**config.mk**
```make
export PLATFORM = sky130hd
export DESIGN_NAME = decode_stage_top
export DESIGN_NICKNAME = d
export VERILOG_FILES = /design/src/hw/decode_pkg.sv /design/src/hw/decode_stage_top.sv /design/src/hw/decoder.sv /design/src/hw/dispatch_reg.sv /design/src/hw/inst_decoder.sv /design/src/hw/inst_queue.sv
export SDC_FILE = /design/constraint.sdc
export NUM_CORES = 1
export LEC_CHECK = 0
export BUFFER_PORTS_ARGS = -buffer_cell sky130_fd_sc_hd__clkbuf_2
export CAP_MARGIN = 20
export CORE_AREA = 2 2 332 334
export DETAILED_ROUTE_END_ITERATION = 8
export DIE_AREA = 0 0 334 336
export PLACE_DENSITY = 0.71
export SYNTH_ARGS = -nofsm -noshare
export SYNTH_HDL_FRONTEND = slang
export SYNTH_SLANG_ARGS = --single-unit
```
**constraint.sdc**
```tcl
create_clock -name clock -period 63.9 [get_ports clock]
set_input_delay 19.17 -clock clock [delete_from_list [all_inputs] [get_ports clock]]
set_output_delay 19.17 -clock clock [all_outputs]
set_load 0.005 [all_outputs]
```
**src/hw/decode_pkg.sv**
```systemverilog
package decode_pkg;

  localparam int NUM_SLOTS = 2;

  typedef logic [63:0] addr_t;
  typedef logic [4:0]  reg_idx_t;

  localparam reg_idx_t ZERO_REG = 5'd31;

  // one instruction word, seen through each encoding format
  typedef union packed {
    struct packed {
      logic [5:0]  opcode;
      reg_idx_t    rega_idx;
      reg_idx_t    regb_idx;
      logic [15:0] mem_disp;
    } m;
    struct packed {
      logic [5:0]  opcode;
      logic [25:0] func;
    } p;
    struct packed {
      logic [5:0]  opcode;
      reg_idx_t    rega_idx;
      reg_idx_t    regb_idx;
      logic [2:0]  sbz;
      logic        imm;
      logic [6:0]  func;
      reg_idx_t    regc_idx;
    } r;
    struct packed {
      logic [5:0]  opcode;
      reg_idx_t    rega_idx;
      logic [7:0]  lit;
      logic        imm;
      logic [6:0]  func;
      reg_idx_t    regc_idx;
    } i;
    struct packed {
      logic [5:0]  opcode;
      reg_idx_t    rega_idx;
      logic [20:0] branch_disp;
    } b;
  } inst_t;

  // primary opcodes
  localparam logic [5:0] PAL_INST  = 6'h00;
  localparam logic [5:0] LDA_INST  = 6'h08;
  localparam logic [5:0] INTA_GRP  = 6'h10;
  localparam logic [5:0] INTL_GRP  = 6'h11;
  localparam logic [5:0] INTS_GRP  = 6'h12;
  localparam logic [5:0] INTM_GRP  = 6'h13;
  localparam logic [5:0] JSR_GRP   = 6'h1a;
  localparam logic [5:0] LDQ_INST  = 6'h29;
  localparam logic [5:0] STQ_INST  = 6'h2d;
  localparam logic [5:0] BR_INST   = 6'h30;
  localparam logic [5:0] BSR_INST  = 6'h34;
  localparam logic [5:0] BLBC_INST = 6'h38;
  localparam logic [5:0] BEQ_INST  = 6'h39;
  localparam logic [5:0] BLT_INST  = 6'h3a;
  localparam logic [5:0] BLE_INST  = 6'h3b;
  localparam logic [5:0] BLBS_INST = 6'h3c;
  localparam logic [5:0] BNE_INST  = 6'h3d;
  localparam logic [5:0] BGE_INST  = 6'h3e;
  localparam logic [5:0] BGT_INST  = 6'h3f;

  // operate-format function codes, per group
  localparam logic [6:0] ADDQ_INST   = 7'h20;  // INTA
  localparam logic [6:0] SUBQ_INST   = 7'h29;
  localparam logic [6:0] CMPEQ_INST  = 7'h2d;
  localparam logic [6:0] CMPULT_INST = 7'h1d;
  localparam logic [6:0] CMPULE_INST = 7'h3d;
  localparam logic [6:0] CMPLT_INST  = 7'h4d;
  localparam logic [6:0] CMPLE_INST  = 7'h6d;
  localparam logic [6:0] AND_INST    = 7'h00;  // INTL
  localparam logic [6:0] BIC_INST    = 7'h08;
  localparam logic [6:0] BIS_INST    = 7'h20;
  localparam logic [6:0] ORNOT_INST  = 7'h28;
  localparam logic [6:0] XOR_INST    = 7'h40;
  localparam logic [6:0] EQV_INST    = 7'h48;
  localparam logic [6:0] SRL_INST    = 7'h34;  // INTS
  localparam logic [6:0] SLL_INST    = 7'h39;
  localparam logic [6:0] SRA_INST    = 7'h3c;
  localparam logic [6:0] MULQ_INST   = 7'h20;  // INTM

  // PAL function field is the full 26 bits
  localparam logic [25:0] PAL_HALT  = 26'h555;
  localparam logic [25:0] PAL_WHAMI = 26'h03c;

  localparam inst_t NOOP_INST = 32'h47ff041f;  // bis r31,r31,r31

  // five units, so three bits
  typedef enum logic [2:0] {FU_ALU, FU_MULT, FU_LD, FU_ST, FU_BR} fu_e;

  typedef enum logic [4:0] {
    ALU_ADDQ, ALU_SUBQ, ALU_CMPEQ, ALU_CMPULT, ALU_CMPLE, ALU_CMPLT, ALU_CMPULE,
    ALU_AND, ALU_BIC, ALU_BIS, ALU_ORNOT, ALU_XOR, ALU_EQV,
    ALU_SRL, ALU_SLL, ALU_SRA, ALU_MULQ
  } alu_func_e;

  typedef enum logic [1:0] {OPA_IS_REGA, OPA_IS_MEM_DISP, OPA_IS_NPC, OPA_IS_NOT3} opa_sel_e;
  typedef enum logic [1:0] {OPB_IS_REGB, OPB_IS_ALU_IMM, OPB_IS_BR_DISP} opb_sel_e;

  typedef struct packed {
    addr_t                 pc;    // pc of slot 0
    inst_t [NUM_SLOTS-1:0] inst;
  } fetch_bundle_t;

  typedef struct packed {
    logic      valid;
    logic      illegal;
    logic      halt;
    logic      cpuid;
    fu_e       fu;
    alu_func_e func;
    opa_sel_e  opa_sel;
    opb_sel_e  opb_sel;
    reg_idx_t  dest_idx;
    reg_idx_t  rega_idx;
    reg_idx_t  regb_idx;
    logic      rd_mem;
    logic      wr_mem;
    logic      cond_branch;
    logic      uncond_branch;
    addr_t     pc;
    addr_t     npc;
    addr_t     target;
    inst_t     inst;
  } decoded_inst_t;

  typedef decoded_inst_t [NUM_SLOTS-1:0] decoded_bundle_t;

endpackage

```
**src/hw/decode_stage_top.sv**
```systemverilog
`timescale 1ns/10ps

module decode_stage_top import decode_pkg::*; #(
  parameter int QUEUE_DEPTH = 4
) (
  input  logic            clock,
  input  logic            arst_n,
  input  logic            fetch_valid,
  input  fetch_bundle_t   fetch_bundle,
  output logic            fetch_ready,
  output logic            disp_valid,
  output decoded_bundle_t disp_bundle,
  input  logic            disp_ready
);

  logic            head_valid;
  fetch_bundle_t   head_bundle;
  logic            pop;
  decoded_bundle_t dec_bundle;

  inst_queue #(
    .QUEUE_DEPTH (QUEUE_DEPTH)
  ) inst_queue_i (
    .clock       (clock),
    .arst_n      (arst_n),
    .in_valid    (fetch_valid),
    .in_bundle   (fetch_bundle),
    .in_ready    (fetch_ready),
    .head_valid  (head_valid),
    .head_bundle (head_bundle),
    .pop         (pop)
  );

  decoder decoder_i (
    .bundle_valid (head_valid),
    .bundle       (head_bundle),
    .dec_bundle   (dec_bundle)
  );

  dispatch_reg dispatch_reg_i (
    .clock      (clock),
    .arst_n     (arst_n),
    .in_valid   (head_valid),
    .in_bundle  (dec_bundle),
    .pop        (pop),
    .out_valid  (disp_valid),
    .out_bundle (disp_bundle),
    .out_ready  (disp_ready)
  );

endmodule

```
**src/hw/decoder.sv**
```systemverilog
`timescale 1ns/10ps

module decoder import decode_pkg::*; (
  input  logic            bundle_valid,
  input  fetch_bundle_t   bundle,
  output decoded_bundle_t dec_bundle
);

  addr_t [NUM_SLOTS-1:0] slot_pc;

  for (genvar k = 0; k < NUM_SLOTS; k++) begin : g_slot
    assign slot_pc[k] = bundle.pc + addr_t'(4 * k);  // slots are consecutive words

    inst_decoder inst_decoder_i (
      .valid_in (bundle_valid),  // shared by both slots
      .inst_in  (bundle.inst[k]),
      .pc       (slot_pc[k]),
      .decoded  (dec_bundle[k])
    );
  end

endmodule

```
**src/hw/dispatch_reg.sv**
```systemverilog
`timescale 1ns/10ps

module dispatch_reg import decode_pkg::*; (
  input  logic            clock,
  input  logic            arst_n,
  input  logic            in_valid,
  input  decoded_bundle_t in_bundle,
  output logic            pop,
  output logic            out_valid,
  output decoded_bundle_t out_bundle,
  input  logic            out_ready
);

  logic can_load;  // empty, or current bundle leaves this edge
  logic has_halt;
  logic halted;    // sticky until reset

  assign can_load = ~out_valid | out_ready;
  assign pop      = in_valid & can_load & ~halted;

  always_comb begin
    has_halt = 1'b0;
    for (int k = 0; k < NUM_SLOTS; k++) begin
      has_halt = has_halt | in_bundle[k].halt;
    end
  end

  always_ff @(posedge clock or negedge arst_n) begin
    if (!arst_n) begin
      out_valid <= 1'b0;
      halted    <= 1'b0;
    end else begin
      if (can_load) out_valid <= pop;
      if (pop && has_halt) halted <= 1'b1;  // this bundle still goes out
    end
  end

  always_ff @(posedge clock) begin
    if (pop) out_bundle <= in_bundle;
  end

endmodule

```
**src/hw/inst_decoder.sv**
```systemverilog
`timescale 1ns/10ps

module inst_decoder import decode_pkg::*; (
  input  logic          valid_in,
  input  inst_t         inst_in,
  input  addr_t         pc,
  output decoded_inst_t decoded
);

  addr_t npc;
  addr_t br_target;
  logic  op_grp;  // any of the four integer operate groups

  assign npc       = pc + addr_t'(4);
  assign br_target = npc + {{41{inst_in.b.branch_disp[20]}}, inst_in.b.branch_disp, 2'b00};
  assign op_grp    = inst_in.r.opcode inside {INTA_GRP, INTL_GRP, INTS_GRP, INTM_GRP};

  always_comb begin
    // no-op defaults
    decoded.valid         = 1'b0;
    decoded.illegal       = 1'b0;
    decoded.halt          = 1'b0;
    decoded.cpuid         = 1'b0;
    decoded.fu            = FU_ALU;
    decoded.func          = ALU_ADDQ;
    decoded.opa_sel       = OPA_IS_REGA;
    decoded.opb_sel       = OPB_IS_REGB;
    decoded.dest_idx      = ZERO_REG;
    decoded.rega_idx      = ZERO_REG;
    decoded.regb_idx      = ZERO_REG;
    decoded.rd_mem        = 1'b0;
    decoded.wr_mem        = 1'b0;
    decoded.cond_branch   = 1'b0;
    decoded.uncond_branch = 1'b0;
    decoded.pc            = pc;
    decoded.npc           = npc;
    decoded.target        = npc;
    decoded.inst          = NOOP_INST;

    if (valid_in) begin
      decoded.valid = 1'b1;
      decoded.inst  = inst_in;

      if (op_grp) begin
        decoded.opb_sel  = inst_in.r.imm ? OPB_IS_ALU_IMM : OPB_IS_REGB;
        decoded.dest_idx = inst_in.r.regc_idx;
        decoded.rega_idx = inst_in.r.rega_idx;
        decoded.regb_idx = inst_in.r.imm ? ZERO_REG : inst_in.r.regb_idx;  // literal form
      end

      case (inst_in.m.opcode)
        PAL_INST: begin
          if (inst_in.p.func == PAL_HALT) begin
            decoded.halt = 1'b1;
          end else if (inst_in.p.func == PAL_WHAMI) begin
            decoded.cpuid    = 1'b1;
            decoded.dest_idx = inst_in.r.rega_idx;
          end else begin
            decoded.illegal = 1'b1;
            decoded.valid   = 1'b0;
          end
        end
        LDA_INST: begin
          decoded.opa_sel  = OPA_IS_MEM_DISP;
          decoded.dest_idx = inst_in.m.rega_idx;
          decoded.regb_idx = inst_in.m.regb_idx;  // base register
        end
        INTA_GRP: begin
          case (inst_in.r.func)
            ADDQ_INST:   decoded.func = ALU_ADDQ;
            SUBQ_INST:   decoded.func = ALU_SUBQ;
            CMPEQ_INST:  decoded.func = ALU_CMPEQ;
            CMPULT_INST: decoded.func = ALU_CMPULT;
            CMPULE_INST: decoded.func = ALU_CMPULE;
            CMPLT_INST:  decoded.func = ALU_CMPLT;
            CMPLE_INST:  decoded.func = ALU_CMPLE;
            default: begin
              decoded.illegal = 1'b1;
              decoded.valid   = 1'b0;
            end
          endcase
        end
        INTL_GRP: begin
          case (inst_in.r.func)
            AND_INST:   decoded.func = ALU_AND;
            BIC_INST:   decoded.func = ALU_BIC;
            BIS_INST:   decoded.func = ALU_BIS;
            ORNOT_INST: decoded.func = ALU_ORNOT;
            XOR_INST:   decoded.func = ALU_XOR;
            EQV_INST:   decoded.func = ALU_EQV;
            default: begin
              decoded.illegal = 1'b1;
              decoded.valid   = 1'b0;
            end
          endcase
        end
        INTS_GRP: begin
          case (inst_in.r.func)
            SRL_INST: decoded.func = ALU_SRL;
            SLL_INST: decoded.func = ALU_SLL;
            SRA_INST: decoded.func = ALU_SRA;
            default: begin
              decoded.illegal = 1'b1;
              decoded.valid   = 1'b0;
            end
          endcase
        end
        INTM_GRP: begin
          decoded.fu = FU_MULT;
          if (inst_in.r.func == MULQ_INST) begin
            decoded.func = ALU_MULQ;
          end else begin
            decoded.illegal = 1'b1;
            decoded.valid   = 1'b0;
          end
        end
        LDQ_INST: begin
          decoded.opa_sel  = OPA_IS_MEM_DISP;
          decoded.fu       = FU_LD;
          decoded.rd_mem   = 1'b1;
          decoded.dest_idx = inst_in.m.rega_idx;
          decoded.regb_idx = inst_in.m.regb_idx;
        end
        STQ_INST: begin
          decoded.opa_sel  = OPA_IS_MEM_DISP;
          decoded.fu       = FU_ST;
          decoded.wr_mem   = 1'b1;
          decoded.rega_idx = inst_in.m.rega_idx;  // store data
          decoded.regb_idx = inst_in.m.regb_idx;
        end
        BR_INST, BSR_INST: begin
          decoded.opa_sel       = OPA_IS_NPC;
          decoded.opb_sel       = OPB_IS_BR_DISP;
          decoded.fu            = FU_BR;
          decoded.uncond_branch = 1'b1;
          decoded.dest_idx      = inst_in.b.rega_idx;  // link register
          decoded.target        = br_target;
        end
        BLBC_INST, BEQ_INST, BLT_INST, BLE_INST,
        BLBS_INST, BNE_INST, BGE_INST, BGT_INST: begin
          decoded.opa_sel     = OPA_IS_NPC;
          decoded.opb_sel     = OPB_IS_BR_DISP;
          decoded.fu          = FU_BR;
          decoded.cond_branch = 1'b1;
          decoded.rega_idx    = inst_in.b.rega_idx;
          decoded.target      = br_target;
        end
        JSR_GRP: begin
          // jmp, jsr, ret and jsr_co all jump to rb with low bits cleared
          decoded.opa_sel       = OPA_IS_NOT3;
          decoded.func          = ALU_AND;
          decoded.fu            = FU_BR;
          decoded.uncond_branch = 1'b1;
          decoded.dest_idx      = inst_in.m.rega_idx;
          decoded.regb_idx      = inst_in.m.regb_idx;
        end
        default: begin
          decoded.illegal = 1'b1;
          decoded.valid   = 1'b0;
        end
      endcase
    end
  end

endmodule

```
**src/hw/inst_queue.sv**
```systemverilog
`timescale 1ns/10ps

module inst_queue import decode_pkg::*; #(
  parameter int QUEUE_DEPTH = 4
) (
  input  logic          clock,
  input  logic          arst_n,
  input  logic          in_valid,
  input  fetch_bundle_t in_bundle,
  output logic          in_ready,
  output logic          head_valid,
  output fetch_bundle_t head_bundle,
  input  logic          pop
);

  localparam int PTR_W = $clog2(QUEUE_DEPTH);
  localparam int CNT_W = $clog2(QUEUE_DEPTH + 1);

  fetch_bundle_t    mem [QUEUE_DEPTH];
  logic [PTR_W-1:0] rd_ptr;
  logic [PTR_W-1:0] wr_ptr;
  logic [CNT_W-1:0] count;
  logic             push;
  logic             pull;

  assign in_ready    = (count != CNT_W'(QUEUE_DEPTH));
  assign head_valid  = (count != '0);
  assign head_bundle = mem[rd_ptr];
  assign push        = in_valid & in_ready;
  assign pull        = pop & head_valid;

  // wrap explicitly, depth need not be a power of two
  function automatic logic [PTR_W-1:0] next_ptr(input logic [PTR_W-1:0] ptr);
    return (ptr == PTR_W'(QUEUE_DEPTH - 1)) ? '0 : ptr + 1'b1;
  endfunction

  always_ff @(posedge clock or negedge arst_n) begin
    if (!arst_n) begin
      rd_ptr <= '0;
      wr_ptr <= '0;
      count  <= '0;
    end else begin
      if (push) wr_ptr <= next_ptr(wr_ptr);
      if (pull) rd_ptr <= next_ptr(rd_ptr);
      case ({push, pull})
        2'b10:   count <= count + 1'b1;
        2'b01:   count <= count - 1'b1;
        default: count <= count;  // both or neither
      endcase
    end
  end

  always_ff @(posedge clock) begin
    if (push) mem[wr_ptr] <= in_bundle;
  end

endmodule

```
==> impl_metrics.json, run 1 <==
{
  "outcome": "finished, final reports clean",
  "placed_area_sq_um": 49800,
  "finClkSkew_ns": 0.0255,
  "synthArstFlopShare": 0.00932,
  "synthesis.nets": 3496,
  "path_max_fanout": 78,
  "cts_tree": "yes",
  "antenna_found_initial": 25,
  "rows": 121,
  "synth_flop_cell": "edfxtp_1",
  "period_needed_ns": 21.85,
  "grt_pass1_vias": 28900,
  "area_growth_pct": 16.8,
  "gp_congestion": 0.947,
  "clock_path_buffers": 3,
  "crit_required_ns": 64.19,
  "period_share": 0.342,
  "synth-warning-count": 0,
  "portBuffers": 651,
  "fin_area_sq_um": 53100,
  "finalNetCount": 4118,
  "netlist.top_cell.by_area": "edfxtp_1",
  "clk_latency_ns": 0.69,
  "firstDrtPassIters": 6,
  "dp_hpwl_um": 102000,
  "track_usage": 0.241,
  "syn_area_sq_um": 45400,
  "nFillCells": 9396,
  "synth-adder-area-share": 0.0390,
  "synth-edff-count": 957,
  "die-area_sq_um": 112000,
  "synth.top_cell.area_share": 0.632,
  "ctsRootBufferMaster": "clkbuf_16",
  "wl_per_cell_um": 25.8,
  "muxShareOfSynthArea": 0.0667,
  "max_freq_ghz": 0.0458,
  "fp.dieH_um": 336,
  "io_pins": 652,
  "clk_pin_slew_ns": 0.06,
  "synth_compound_area_frac": 0.0783,
  "synth.top_cells.by_area": "edfxtp_1 63%, mux4_2 6.2%, ha_1 3.8%",
  "ctsHoldBuffers": 0,
  "critPathArrivalTime_ns": 22.15,
  "drtIter0Drc": 2757,
  "coreArea_sq_um": 108000,
  "grt_pass1_wl_um": 197000,
  "drc": 0,
  "synth_xor_area_frac": 0.0455,
  "cts.repair.resized": 0,
  "cts.sinks": 966,
  "die_w_um": 334,
  "drv_slew": 0,
  "numCtsBuffers": 99,
  "seq_area_frac_synth": 0.637,
  "start_kind": "input port",
  "vias": 30000,
  "routed_via_density": 5.60,
  "final_common_cell": "edfxtp_1",
  "routed_wl_um": 138000,
  "start_util": 0.419,
  "postCtsSetupBuffers": 0,
  "rsz0062_at_grt": "no",
  "finalHoldViolations": 0,
  "ys_ff_latch": 966,
  "ant_nets": 0,
  "drive_gt1_frac": 0.274,
  "hold_ws_ns": 0.523,
  "tns_ns": 0,
  "max_slew_margin": 0.287,
  "synth.avg_cell_area_sq_um": 14.1,
  "ys_types": 88,
  "yosys.area_share.simple": 0.102,
  "grt_overflow": 0,
  "setup.worst_path.end_class": "register",
  "synth_top_family_by_area": "simple AND/OR/NAND/NOR gates",
  "crit_type": "in2reg",
  "layout_common_cells": "957 x edfxtp_1, 651 x clkbuf_2, 211 x nand2_1",
  "cts_max_level": 3,
  "grt_max_degree": 79,
  "worstHoldPathType": "reg2reg",
  "synth_cells": 3224,
  "maxCapViolations": 0,
  "worstMarginPinSlew_ns": 1.06,
  "final-setup-viol-count": 0
}
## per-layer routing
layer	vias up	GRT usage	share of wire
met5	-	0	0.00025
met3	215	0.0475	0.076
li1	13500	-	-
met4	6	0.0881	0.034
met2	1281	0.401	0.49
met1	15000	0.314	0.40
## cell type report
class / instances / area (sq um) / area share
Sequential cell: 966 / 29000 / 0.546
Clock inverter: 65 / 649 / 0.0122
Timing Repair Buffer: 704 / 3650 / 0.0688
Inverter: 99 / 373 / 0.00702
Clock buffer: 117 / 2570 / 0.0483
Multi-Input combinational cell: 1976 / 15100 / 0.284
Antenna cell: 11 / 27.5 / 0.000519
Tap cell: 1414 / 1770 / 0.0333
## registers in the layout (all words and copies together) (netlist names)
| name | count |
|---|---|
| inst_queue_i.mem | 512 |
| dispatch_reg_i.out_bundle | 445 |
| inst_queue_i.count | 3 |
| inst_queue_i.rd_ptr | 2 |
| inst_queue_i.wr_ptr | 2 |
| dispatch_reg_i.halted | 1 |
| dispatch_reg_i.out_valid | 1 |
## worst max-delay path, stage by stage
cell	delay [ns]
clkbuf_2	0.07
nor2b_1	0.06
nor3_2	0.45
buf_4	0.72
buf_4	0.64
buf_4	0.90
## cell usage after synthesis, drive strengths merged (23+ instances only)
library cell and number:
or2 38, xnor2 151, nor2 193, or3 27, nand3 79, nor3 65
edfxtp 957, nor4 24, clkbuf 82, nand2b 56, a21o 87, xor2 78
inv 98, nor2b 27, nand4 41, and2 42, mux4 125, o21ai 121
and3 34, nand2 211, buf 101, o21a 23, ha 137, a21oi 186
## stage by stage
| stage | setup slack (ns) | instances | util |
|---|---|---|---|
| 3_3_place_gp | 41.40 | 5158 | 0.460 |
| 5_1_grt | 41.81 | 5348 | 0.490 |
| 2_1_floorplan | 10.85 | 3224 | - |
| 3_5_place_dp | 41.31 | 5158 | 0.460 |
| 6_report | 42.05 | 5352 | 0.490 |
| 4_1_cts | 42.06 | 5340 | 0.489 |
## worst paths after layout
check	startpoint	to	slack, ns	cells after the start
worst max-delay path	disp_ready	dispatch_reg_i.out_bundle[338]$_DFFE_PP_	42.05	6
worst min-delay path	dispatch_reg_i.halted$_DFFE_PN0P_	dispatch_reg_i.out_valid$_DFFE_PN0N_	0.52	1
worst max register to register	inst_queue_i.rd_ptr[0]$_DFFE_PN0P_	dispatch_reg_i.out_bundle[354]$_DFFE_PP_	54.04	26
worst min register to register	dispatch_reg_i.halted$_DFFE_PN0P_	dispatch_reg_i.out_valid$_DFFE_PN0N_	0.52	1
max in group asynchronous	arst_n	inst_queue_i.rd_ptr[0]$_DFFE_PN0P_	45.32	1
min in group asynchronous	arst_n	inst_queue_i.count[1]$_DFFE_PN0P_	18.34	1
## logic make-up (layout without fill, tap and decap cells)
logic type               after synthesis  in the layout
AND/OR/NAND/NOR                      892            892
buffers and inverters                282            985
XOR/XNOR                             229            229
other                                  0             11
flip-flops                           966            966
AO/OA/AOI/OAI                        570            570
multiplexers                         145            145
adder cells (fa/ha/maj)              140            140
Power of run 1 is not shown: default switching activity piles up to over one toggle a cycle in this logic, so the estimate is an artifact.
==> run 2, diff against run 1 <==
Settings changed: ABC_AREA from default to 1, CORE_AREA 2 2 332 334 to 2 2 345 347, DIE_AREA 0 0 334 336 to 0 0 347 349.
Clock period 63.9 ns to 22.5 ns, I/O delays scaled along.
==> impl_metrics.json, run 2 <==
{
  "rows": 126,
  "cts_tree": "yes",
  "syn_area_sq_um": 48900,
  "ctsHoldBuffers": 0,
  "wl_per_cell_um": 24.0,
  "rsz0062_at_grt": "no",
  "path_max_fanout": 175,
  "crit_type": "in2reg",
  "dp_hpwl_um": 130000,
  "gp_congestion": 0.976,
  "grt_overflow": 0,
  "finalHoldViolations": 0,
  "layout_common_cells": "1207 x nand2_1, 957 x edfxtp_1, 651 x clkbuf_2",
  "start_util": 0.416,
  "period_needed_ns": 9.91,
  "die_w_um": 347,
  "grt_max_degree": 176,
  "routed_wl_um": 170000,
  "ant_nets": 0,
  "cpLargestDelayFamily": "buffers and inverters",
  "synth-warning-count": 0,
  "firstDrtPassIters": 7,
  "antenna_found_initial": 35,
  "fin_util": 0.482,
  "grt_pass1_wl_um": 242000,
  "synthArstFlopShare": 0.00932,
  "postCtsSetupBuffers": 0,
  "vias": 38600,
  "gr-max-usage-layer": "met2",
  "synth_cells": 4868,
  "numCtsBuffers": 100,
  "track_usage": 0.273,
  "largest_reg_flops": 512,
  "cts.sinks": 966,
  "tns_ns": 0,
  "final_common_cell": "nand2_1",
  "finalNetCount": 5733,
  "critPathBufInv": 4,
  "top_regs": "inst_queue_i.mem x512, dispatch_reg_i.out_bundle x445, inst_queue_i.count x3",
  "outcome": "finished, final reports clean",
  "ctsRootBufferMaster": "clkbuf_16",
  "met1_usage": 0.360,
  "area_growth_pct": 15.8,
  "routed_via_density": 5.44,
  "fp.dieH_um": 349,
  "max_slew_margin": 0.142,
  "synth.top_cells.by_area": "edfxtp_1 59%, nand2_1 9.3%, inv_1 3.6%",
  "worstHoldPathType": "reg2reg",
  "seq_area_frac_synth": 0.592,
  "maxCapViolations": 0,
  "synth_flop_cell": "edfxtp_1",
  "use_met3": 0.0455,
  "cp_common_cell": "buf_4",
  "slowest_stage": "buf_4",
  "drv_slew": 0,
  "netlist.top_cell.by_area": "edfxtp_1",
  "clock_path_buffers": 3,
  "critPathArrivalTime_ns": 10.21,
  "drtIter0Drc": 4197,
  "grt_pass1_vias": 36100,
  "setup.worst_path.end_class": "register",
  "start_kind": "input port",
  "cts.repair.resized": 0,
  "cp_slowest_stage_delay_ns": 0.93,
  "portBuffers": 651,
  "drc": 0,
  "ys_types": 67,
  "drive_gt1_frac": 0.183,
  "yosysMostFrequentCell": "nand2_1",
  "synth-edff-count": 957,
  "worstMarginPinSlew_ns": 1.29,
  "finClkSkew_ns": 0.0431,
  "synthesis.nets": 5140,
  "synth.top_cell.area_share": 0.588,
  "die-area_sq_um": 121000,
  "path_cells": "clkbuf_2, nor2_1, nor3_4, buf_12, buf_4, buf_4",
  "clk_pin_slew_ns": 0.06,
  "yosys-top-cells-count": "1209 x nand2_1, 957 x edfxtp_1, 464 x inv_1",
  "cts_max_level": 3,
  "final-setup-viol-count": 0,
  "clk_latency_ns": 0.72,
  "ys_ff_latch": 966,
  "synth.avg_cell_area_sq_um": 10.0,
  "top_register": "inst_queue_i.mem",
  "max_freq_ghz": 0.101,
  "crit_required_ns": 22.80,
  "coreArea_sq_um": 117000,
  "io_pins": 652,
  "grtUsageMet2": 0.443,
  "period_share": 0.440
}
-- run 2: changes by cell type after synthesis, sizes merged, moves of 33 or more --
cell | before | now
nand3 | 79 | 267
a32oi | 4 | 71
and2 | 42 | 4
and3 | 34 | 1
nand2b | 56 | 0
nor2 | 193 | 470
inv | 98 | 498
a21oi | 186 | 299
buf | 101 | 155
xnor2 | 151 | 57
nand2 | 211 | 1243
o21ai | 121 | 221
a21o | 87 | 5
mux4 | 125 | 0
-- run 2: cells by family after synthesis --
family | after synthesis | share of synthesized area
and+or+nand+nor | 2163 | 0.188
DFF | 966 | 0.592
AOI/OAI and AO/OA | 733 | 0.0879
buffers and inverters | 705 | 0.0662
xor gates and xnor gates | 161 | 0.0294
adders and majority gates | 140 | 0.0363
-- run 2: layout make-up --
cell class,count,area [sq um]
antenna,20,50.0
clock buffer,117,2590
clock inverter,68,791
fill,10800,60800
inverter,500,1890
multi-input combinational,3197,16800
sequential,966,29000
tap,1536,1920
timing repair buffer,696,3650
-- run 2: routing by layer --
metal | up-vias | part of all wire
li1 | 18000 | -
met1 | 18700 | 0.41
met2 | 1688 | 0.47
met3 | 296 | 0.076
met4 | 24 | 0.043
met5 | - | 0.00095
-- run 2: worst paths after layout --
check	from	endpoint	slack [ns]	depth (start not counted)
setup / recovery	disp_ready	dispatch_reg_i.out_bundle[94]$_DFFE_PP_	12.59	6
hold / removal	inst_queue_i.count[2]$_DFFE_PN0P_	inst_queue_i.count[2]$_DFFE_PN0P_	0.56	1
setup reg to reg	inst_queue_i.rd_ptr[0]$_DFFE_PN0P_	dispatch_reg_i.out_bundle[348]$_DFFE_PP_	14.31	35
hold reg to reg	inst_queue_i.count[2]$_DFFE_PN0P_	inst_queue_i.count[2]$_DFFE_PN0P_	0.56	1
max in group asynchronous	arst_n	inst_queue_i.rd_ptr[0]$_DFFE_PN0P_	16.22	1
min in group asynchronous	arst_n	inst_queue_i.rd_ptr[1]$_DFFE_PN0P_	5.95	1
-- run 2: metrics by stage --
stage / instance area (sq um) / hold slack [ns] / std cells / worst slack (ns)
after global placement: 53200 / 0.512 / 6895 / 11.95
after CTS: 56600 / 0.562 / 7080 / 12.57
final: 56600 / 0.561 / 7100 / 12.59
after global routing: 56600 / 0.582 / 7097 / 12.33
after floorplan: 48900 / 0.469 / 4868 / 4.54
after detailed placement: 53200 / 0.515 / 6895 / 11.83
Power of run 2 is left out for the same reason.
